**src/source/mem_pkg.sv**
```systemverilog
`default_nettype none

package mem_pkg;

  // one copy of the banked storage per read port
  localparam int NUMRDPT = 2;
  localparam int WIDTH = 16;

  localparam int NUMVBNK = 4;
  localparam int BITVBNK = 2;
  localparam int NUMVROW = 16;
  localparam int BITVROW = 4;

  localparam int NUMADDR = NUMVBNK * NUMVROW;
  localparam int BITADDR = 6;

  // physical address is the bank index followed by the row index
  localparam int BITPADR = BITVBNK + BITVROW;

  // cycles from a read strobe to its data
  localparam int SRAM_DELAY = 2;

  typedef logic [BITADDR-1:0] addr_t;
  typedef logic [BITVBNK-1:0] bank_t;
  typedef logic [BITVROW-1:0] row_t;
  typedef logic [BITPADR-1:0] padr_t;
  typedef logic [WIDTH-1:0] data_t;

  typedef enum logic [1:0] {
    ST_RESET,
    ST_CLEAR,
    ST_READY
  } init_state_t;

endpackage

`default_nettype wire

```
**src/source/init_row_counter.sv**
```systemverilog
`timescale 1ns/1ps
`default_nettype none

module init_row_counter (
  input  wire clk,
  input  wire rst,
  input  wire cnt_clr,
  input  wire cnt_en,
  output mem_pkg::row_t row,
  output logic last
);

  assign last = (row == mem_pkg::row_t'(mem_pkg::NUMVROW - 1));

  // the count parks on the last row so a late enable cannot wrap it
  always_ff @(posedge clk) begin
    if (rst || cnt_clr) begin
      row <= '0;
    end else if (cnt_en && !last) begin
      row <= row + 1'b1;
    end
  end

  // enable has to end with the last row, the sweep never starts over
  a_no_wrap: assert property (
    @(posedge clk) disable iff (rst)
    (cnt_en && last) |=> !cnt_en
  ) else $error("init row counter still enabled after the last row");

endmodule

`default_nettype wire

```
**config.mk**
```make
export PLATFORM = sky130hd
export DESIGN_NAME = init_row_counter
export DESIGN_NICKNAME = d
export VERILOG_FILES = /design/src/source/mem_pkg.sv /design/src/source/init_row_counter.sv
export SDC_FILE = /design/constraint.sdc
export NUM_CORES = 1
export LEC_CHECK = 0
export ABC_AREA = 0
export BUFFER_PORTS_ARGS = -buffer_cell sky130_fd_sc_hd__buf_2
export CORE_AREA = 2 2 39 41
export CTS_CLUSTER_DIAMETER = 120
export CTS_CLUSTER_SIZE = 25
export DETAILED_ROUTE_END_ITERATION = 8
export DIE_AREA = 0 0 41 43
export PLACE_DENSITY_LB_ADDON = 0.15
export SLEW_MARGIN = 40
export SYNTH_ARGS = -nofsm -noshare
export SYNTH_HDL_FRONTEND = slang
export SYNTH_SLANG_ARGS = --single-unit
```
**constraint.sdc**
```tcl
create_clock -name clk -period 1.7 [get_ports clk]
set_input_delay 0 -clock clk [delete_from_list [all_inputs] [get_ports clk]]
set_output_delay 0 -clock clk [all_outputs]
set_load 0.1 [all_outputs]
```
==> results of run 1 <==
[cell type report]
class,count,share of cell area (%)
well taps,16,6.038
clock buffers,3,6.792
repair buffers,11,20.38
flip-flops and latches,4,25.66
multi-input cells,16,38.11
inverters,2,3.019
[power by group]
group	leakage (nW)	internal (mW)	switching (mW)	total, mW
registers	0.0343	0.0963	0.00209	0.0984
clock network	0.0138	0.0793	0.0433	0.123
logic	0.103	0.00793	0.0200	0.0279
[layer usage]
metal  vias to the layer above  GRT usage, %  routed length, um  share of wire [%]
met1                       101         7.348                210                 39
met3                         3         4.188                 40                7.5
met4                         0         12.00                 29                5.4
met2                         8         11.25                253                 47
li1                        113             -                  -                  -
met5                         -             0                  0                  0
[logic make-up (layout without fill, tap and decap cells)]
kind of cell	Yosys count	in the layout	synth area share (%)
flip-flops	4	4	37.87
adder cells (fa/ha/maj)	1	1	5.916
buffers and inverters	2	16	3.547
AO/OA/AOI/OAI	6	6	27.22
AND/OR/NAND/NOR	9	9	25.45
[cell usage in the layout (no fill, tap or decap), drive strengths merged]
cell type / instances
a21oi: 1
inv: 2
dlygate4sd3: 2
ha: 1
nand4b: 2
o21ai: 1
o211ai: 2
nand3: 2
nand4: 1
dfxtp: 4
nor2: 2
clkbuf: 3
buf: 9
a21boi: 1
o41ai: 1
nand2: 2
[final timing paths]
kind	to	slack, ns	cells after the start
max	row[3]	0.08	6
min	row[1]	0.06	3
min reg2reg	row[1]	0.48	2
max reg2reg	row[3]	0.08	6
[what timing repair did]
item,in CTS,in global routing
hold buffers,2,0
resized for setup,0,1
endpoints found under the setup margin,0,1
buffers inserted,0,1
endpoints found under the hold margin,1,0
[tightest hold or removal path: cells and delay by family]
kind | cells | cell delay [ns]
simple gates | 1 | 0.08
compound gates | 1 | 0.05
buf+inv | 1 | 0.13
[through the flow]
stage | setup WS [ns] | cells | hold WS (ns) | total power [mW] | cell area [um^2]
3_5_place_dp | 0.4755 | 46 | 0.2123 | 0.1262 | 279.0
3_3_place_gp | 0.4814 | 46 | 0.2079 | 0.1259 | 279.0
2_1_floorplan | 0.02064 | 22 | 0.09131 | 0.1170 | 219.0
5_1_grt | 0.02720 | 52 | 0.08280 | 0.2680 | 331.6
4_1_cts | 0.02093 | 51 | 0.06091 | 0.2547 | 321.6
6_report | 0.07607 | 52 | 0.06267 | 0.2489 | 331.6
==> results.md, run 1 <==
- The routed design could run at a clock period as short as 1.624 ns.
- The number of inserted filler cells in the final layout is 156.
- The boundary pin count is 9.
- In this run, distinct cell masters in the synthesized netlist total 16.
- The average wire per cell in the routed design is 10.27 um.
- The cell taking the most area after synthesis is sky130_fd_sc_hd__dfxtp_1.
- The synthesized area divided by synthesized cell count is 9.612 um^2.
- The area taken by flip-flops and latches is 85.08 um^2.
- The floorplan row count is 14.
- The floorplan step set the die height to 43 um.
- The master of the slowest instance on the critical path is sky130_fd_sc_hd__dlygate4sd3_1.
- The data required time at the worst endpoint is 1.82 ns.
- Measured along the x axis, the die boundary spans 41 um.
- For this run, the detailed router's first-pass iteration total came to 1.
- The worst endpoint data arrival time is 1.74 ns.
- The cell count after synthesis is 22.
- The area taken by multi-input logic gates is 126.4 um^2.
- The initial antenna violation count is 0.
- The root buffer cell is sky130_fd_sc_hd__clkbuf_4.
- The kind of cell with the highest combined delay along the critical path is buffers and inverters.
- The longest clock path from root to sink contains 2 buffers.
- The flip-flop count of the largest register, all copies and words added is 4.
- During placement, the flow inserted port buffers numbering 8.
- The number of setup violations in the final report is 0.
- The number of clock buffers added by TritonCTS is 3.
- The delay contributed by the slowest stage of the critical path is 0.55 ns.
- The total global routing track utilization is 8.517%.
- The first routing iteration left 0 violations.
- The final route contains 225 vias.
- Summed over all layers, the global routing overflow is 0.
- In the final layout, the share of cells above drive strength 1 is 61.11%.
- The analysis attributes to cell leakage a power of 0.1511 nW.
- The synthesized design contains 0 enable-type register cells.
- Entering global routing, the biggest net connects 7 pins.
- The final core area utilization is 23.96%.
- At the pin with the least slew margin, the transition time is 0.4867 ns.
- The clock transition at the registers of the reported paths is 0.04 ns.
- In the synthesized netlist the async set-or-reset flop fraction comes to 0%.
- The hold violation count in the final report is 0.
- In this run the most critical hold path is launched from cnt_en.
- The peak supply drop is 195.3 uV.
- The largest fanout on the critical path is 5.
- The path class of the tightest hold or removal check is input port to flip-flop.
- The Yosys step of the flow raised 0 warnings.
- The number of pins with negative max-slew slack in the final report came to 0.
- The run finished with clean final reports.
- The mapped netlist covers 211.5 um^2.
- For this run, design rule violations remaining after detail routing come to 0.
- The via count of the first global-routing pass came to 219.
- The share of Yosys cell area claimed by the top area cell type is 37.87%.
- By area the synthesized netlist is led by sky130_fd_sc_hd__dfxtp_1 (38%), sky130_fd_sc_hd__nand4b_1 (8.3%), sky130_fd_sc_hd__o41ai_2 (7.7%).
- Power spread over the standard cell area amounts to 750.6 nW/um^2.
- After legalization and detailed placement, the total HPWL measured 422.4 um.
- The origin of the worst setup path is row[0].
- The number of synthesized register bits is 4.
- The detailed-route wire length is 534 um.
- The clock net in this run drives a total of 4 sinks.
- The critical path goes through ha_2 -> nand3_2 -> inv_4 -> o211ai_2 -> o41ai_2 -> dlygate4sd3_1.
- The category of the worst setup path launch point is a flip-flop.
- After synthesis, the most frequently instantiated cells are sky130_fd_sc_hd__dfxtp_1 (4), sky130_fd_sc_hd__nand2_1 (2), sky130_fd_sc_hd__nand4b_1 (2), sky130_fd_sc_hd__nor2_1 (2).
- The share of the yosys chip area belonging to registers is 37.87%.
- The post-route setup TNS is 0 ns.
- The number of nets in the synthesized netlist is 27.
- The floorplan step defined a die boundary enclosing 1763 um^2.
- After the last flow step, the layout net total stands at 43.
- Max-cap violations in this run came to 0.
- The largest registers in the layout are row x4.
- The CTS tree is yes.
- In this run the critical register-to-register path is launched from row[0].
- Yosys instantiated no cell more often than sky130_fd_sc_hd__dfxtp_1.
- Dividing the detail-routed via count by the number of cells gives 4.327.
- The H-tree depth is 1.
- Of the available clock period, the critical path in the final layout requires 95.53%.
- In this run the remaining antenna-violating nets after routing total 0.
- The number of antenna cells inserted is 0.
- The critical path in this run is classified as flip-flop to flip-flop.
- From synthesis to final layout, the design area changed by 56.80%.
- The top achievable clock speed is 0.6158 GHz.
- The floorplan step defined a core boundary enclosing 1384 um^2.
- The buffering stage count on the worst path with inverters included is 2.
- The initial cell density of the core is 15.28%.
- The most used flip-flop cell after synthesis is sky130_fd_sc_hd__dfxtp_1.
- The worst slew slack as a fraction of its limit is 67.78%.
- Ranked by flip-flop count, first place goes to row.
- The clock arrives with 0.005130 ns of skew.
- Setup repair after global routing left no endpoint under its margin.
- STA classifies the critical path endpoint as a flip-flop.
- Routability-driven placement finished with a final weighted congestion of 0.7077.
- At the later pin of the worst-skew pair, clock insertion delay measures 0.24 ns.
- The first-pass GRT wire length is 910 um.
(Power assumes the default switching activity.)
==> run 2: changes to the inputs <==
--- a/config.mk
+++ b/config.mk
@@ -7,12 +7,14 @@
 export LEC_CHECK = 0
 export ABC_AREA = 0
 export BUFFER_PORTS_ARGS = -buffer_cell sky130_fd_sc_hd__buf_2
+export CELL_PAD_IN_SITES_DETAIL_PLACEMENT = 0
+export CELL_PAD_IN_SITES_GLOBAL_PLACEMENT = 1
 export CORE_AREA = 2 2 39 41
 export CTS_CLUSTER_DIAMETER = 120
 export CTS_CLUSTER_SIZE = 25
 export DETAILED_ROUTE_END_ITERATION = 8
 export DIE_AREA = 0 0 41 43
-export PLACE_DENSITY_LB_ADDON = 0.15
+export PLACE_DENSITY = 0.51
 export SLEW_MARGIN = 40
 export SYNTH_ARGS = -nofsm -noshare
 export SYNTH_HDL_FRONTEND = slang
==> results.md, run 2 (same netlist as run 1, synthesis figures left out) <==
- The slack of the critical path is 0.08059 ns (+0.004517 ns).
- The delay contributed by the slowest stage of the critical path is 0.56 ns (about the same).
- The clock transition at the registers of the reported paths is 0.04 ns (about the same).
- The number of antenna-violating nets in the routed design is 0 (unchanged).
- The worst slew slack as a fraction of its limit is 67.77% (about the same).
- The count of routing violations after the opening detailed-route iteration is 2 (+2).
- The post-route setup TNS is 0 ns (unchanged).
- The number of setup buffers added after CTS is 0 (unchanged).
- The number of pins with negative max-slew slack in the final report is 0 (unchanged).
- The cell count of the worst reg-to-reg path is 6 (unchanged).
- The library cell used most frequently in the layout, excluding fill and tap cells, is sky130_fd_sc_hd__buf_2.
- The H-tree depth is 1 (unchanged).
- The area taken by flip-flops and latches came to 85.08 um^2 (unchanged).
- The total number of vias came to 227 (+0.89%).
- Walking the worst path, the cells encountered are ha_2 -> nand3_2 -> inv_4 -> o211ai_2 -> o41ai_2 -> dlygate4sd3_1.
- The register ranked first by flip-flop count is row.
- The critical path is of the flip-flop to flip-flop type.
- The area taken by multi-input logic gates is 126.4 um^2 (unchanged).
- The average wire per cell in the routed design is 10.27 um (about the same).
- The placed wire-length estimate after detailed placement is 422.3 um (about the same).
- The initial antenna violation count came to 0 (unchanged).
- The post-route DRC violation count is 0 (unchanged).
- The run finished with clean final reports.
- The insertion delay of the later-clocked pin in the worst-skew pair is 0.23 ns (about the same).
- The final core area utilization was 23.42% (-0.54 points).
- The proportion of layout cells with a drive suffix above 1 is 60.00% (-1.1 points).
- Leaving out fill and tap cells, the most frequent cells in the layout are sky130_fd_sc_hd__buf_2 (8), sky130_fd_sc_hd__dfxtp_2 (4), sky130_fd_sc_hd__clkbuf_4 (3).
- The category of the worst setup path launch point is a flip-flop.
- The largest registers in the layout are row x4.
- The first-pass iteration count of the detailed router is 4 (+3).
- The top achievable clock speed was 0.6175 GHz (+0.28%).
- The total global routing track utilization is 7.932% (-0.59 points).
- The pin count of the biggest net entering global routing is 7 (unchanged).
- The via count of the first global-routing pass is 218 (-0.46%).
- The leakage power was 0.1469 nW (-2.7%).
- The post-detailed-route via-to-cell ratio was 4.451 (+2.9%).
- The worst setup path endpoint is row[3].
- The hold violation count in the final report is 0 (unchanged).
- The maximum buffer depth of the clock tree is 2 (unchanged).
- Setup repair after global routing left no endpoint under its margin.
- The worst setup timing slack at the placement stage is 0.5018 ns (+0.02631 ns).
- The worst endpoint data arrival time came to 1.73 ns (about the same).
- The clock sink count is 4 (unchanged).
- The placement-stage cell area is 279.0 um^2 (unchanged).
- The data required time at the worst endpoint was 1.81 ns (about the same).
- The startpoint of the most critical register-to-register path is row[0].
- The height of the chip is 43 um (unchanged).
- The floorplan row count was 14 (unchanged).
- For this design, the slowest cell found on the critical path is sky130_fd_sc_hd__dlygate4sd3_1.
- Relative to the synthesized area, the layout overhead comes to 53.25%.
- The number of setup violations in the final report is 0 (unchanged).
- The power density normalized to cell area is 745.3 nW/um^2 (-0.70%).
- The worst clock skew is 0.003528 ns (-0.001602 ns).
- The number of inserted filler cells in the final layout is 153 (-1.9%).
- The number of buffer cells added on primary ports is 8 (unchanged).
- The final-stage net count came to 42 (-2.3%).
- The final worst-path cycle share is 95.26% (-0.27 points).
- The final instance area was 324.1 um^2 (-2.3%).
- The boundary pin count is 9 (unchanged).
- The type of the tightest min-delay check is input port to flip-flop.
- The reg2reg setup slack is 0.08 ns (about the same).
- The peak supply drop is 312.9 uV (+60%).
- The initial cell density of the core is 15.28% (unchanged).
- The die area is 1763 um^2 (unchanged).
- The final estimated routing congestion in global placement is 0.6958 (-1.7%).
- The CTS tree is yes.
- The minimum clock period is 1.619 ns (-0.004517 ns).
- The detailed-route wire length was 524 um (-1.9%).
- The most critical setup path has its startpoint at row[0].
- The number of max-cap violations is 0 (unchanged).
- The nature of the critical path endpoint is a flip-flop.
- The root buffer cell chosen for the clock tree is sky130_fd_sc_hd__clkbuf_4.
- The first-pass GRT wire length is 848 um (-6.8%).
- The number of CTS-inserted buffers is 3 (unchanged).
- The endpoint identified for the worst register-to-register timing path is row[3].
- The pin slew with the least headroom to its limit is 0.4867 ns (+0.00006342 ns).
- The number of antenna cells inserted is 0 (unchanged).
- The flip-flop count of the largest register, all copies and words added is 4 (unchanged).
- The core outline area is 1384 um^2 (unchanged).
- The overflow left after global routing is 0 (unchanged).
- The die width is 41 um (unchanged).
- The largest fanout on the critical path is 5 (unchanged).
## run 2: routing by layer
layer / vias up / track usage [%] / part of all wire, %
met5: - / 0 / 0
met4: 0 / 12.00 / 5.0
met3: 4 / 1.571 / 6.9
met2: 11 / 10.63 / 51
met1: 102 / 7.717 / 36
li1: 110 / - / -
## run 2: area by class of cell
| cell class | instances | share of cell area [%] |
|---|---|---|
| clock buffers | 3 | 6.950 |
| inverters | 2 | 3.089 |
| multi-input cells | 16 | 39.00 |
| flip-flops and latches | 4 | 26.25 |
| well taps | 16 | 6.178 |
| repair buffers | 10 | 18.53 |
## run 2: metrics by stage
step	cells	hold WS (ns)	power, mW
global route	51	0.09036	0.2606
floorplan	22	0.09131	0.1170
finish	51	0.08185	0.2415
global placement	46	0.2047	0.1257
detailed placement	46	0.2087	0.1262
CTS	51	0.07989	0.2449
## run 2: report_power, final
part	switching [mW]	internal [mW]	leakage, nW
clock network	0.0363	0.0787	0.0138
registers	0.00199	0.0964	0.0343
logic	0.0202	0.00795	0.0988
total	0.0585	0.183	0.147
## run 2: critical path: cells and delay by family (launching register included)
family	cells	cell delay, ns
buf+inv	2	0.61
flops	1	0.33
compound gates	2	0.26
fa+ha+maj	1	0.20
simple gates	1	0.10
## run 2: repair_timing
action,4_1_cts,5_1_grt
hold buffers,2,0
setup endpoints to repair,0,1
endpoints found under the hold margin,1,0
resized for setup,0,1
## run 2: worst min-delay path by stage
stage            from  endpoint  slack [ns]  cells after the start
6_report       cnt_en    row[1]        0.08                      3
5_1_grt        cnt_en    row[1]        0.09                      3
4_1_cts        cnt_en    row[1]        0.08                      3
3_5_place_dp      rst    row[3]        0.21                      2
3_3_place_gp      rst    row[3]        0.20                      2
2_1_floorplan     rst    row[3]        0.09                      1
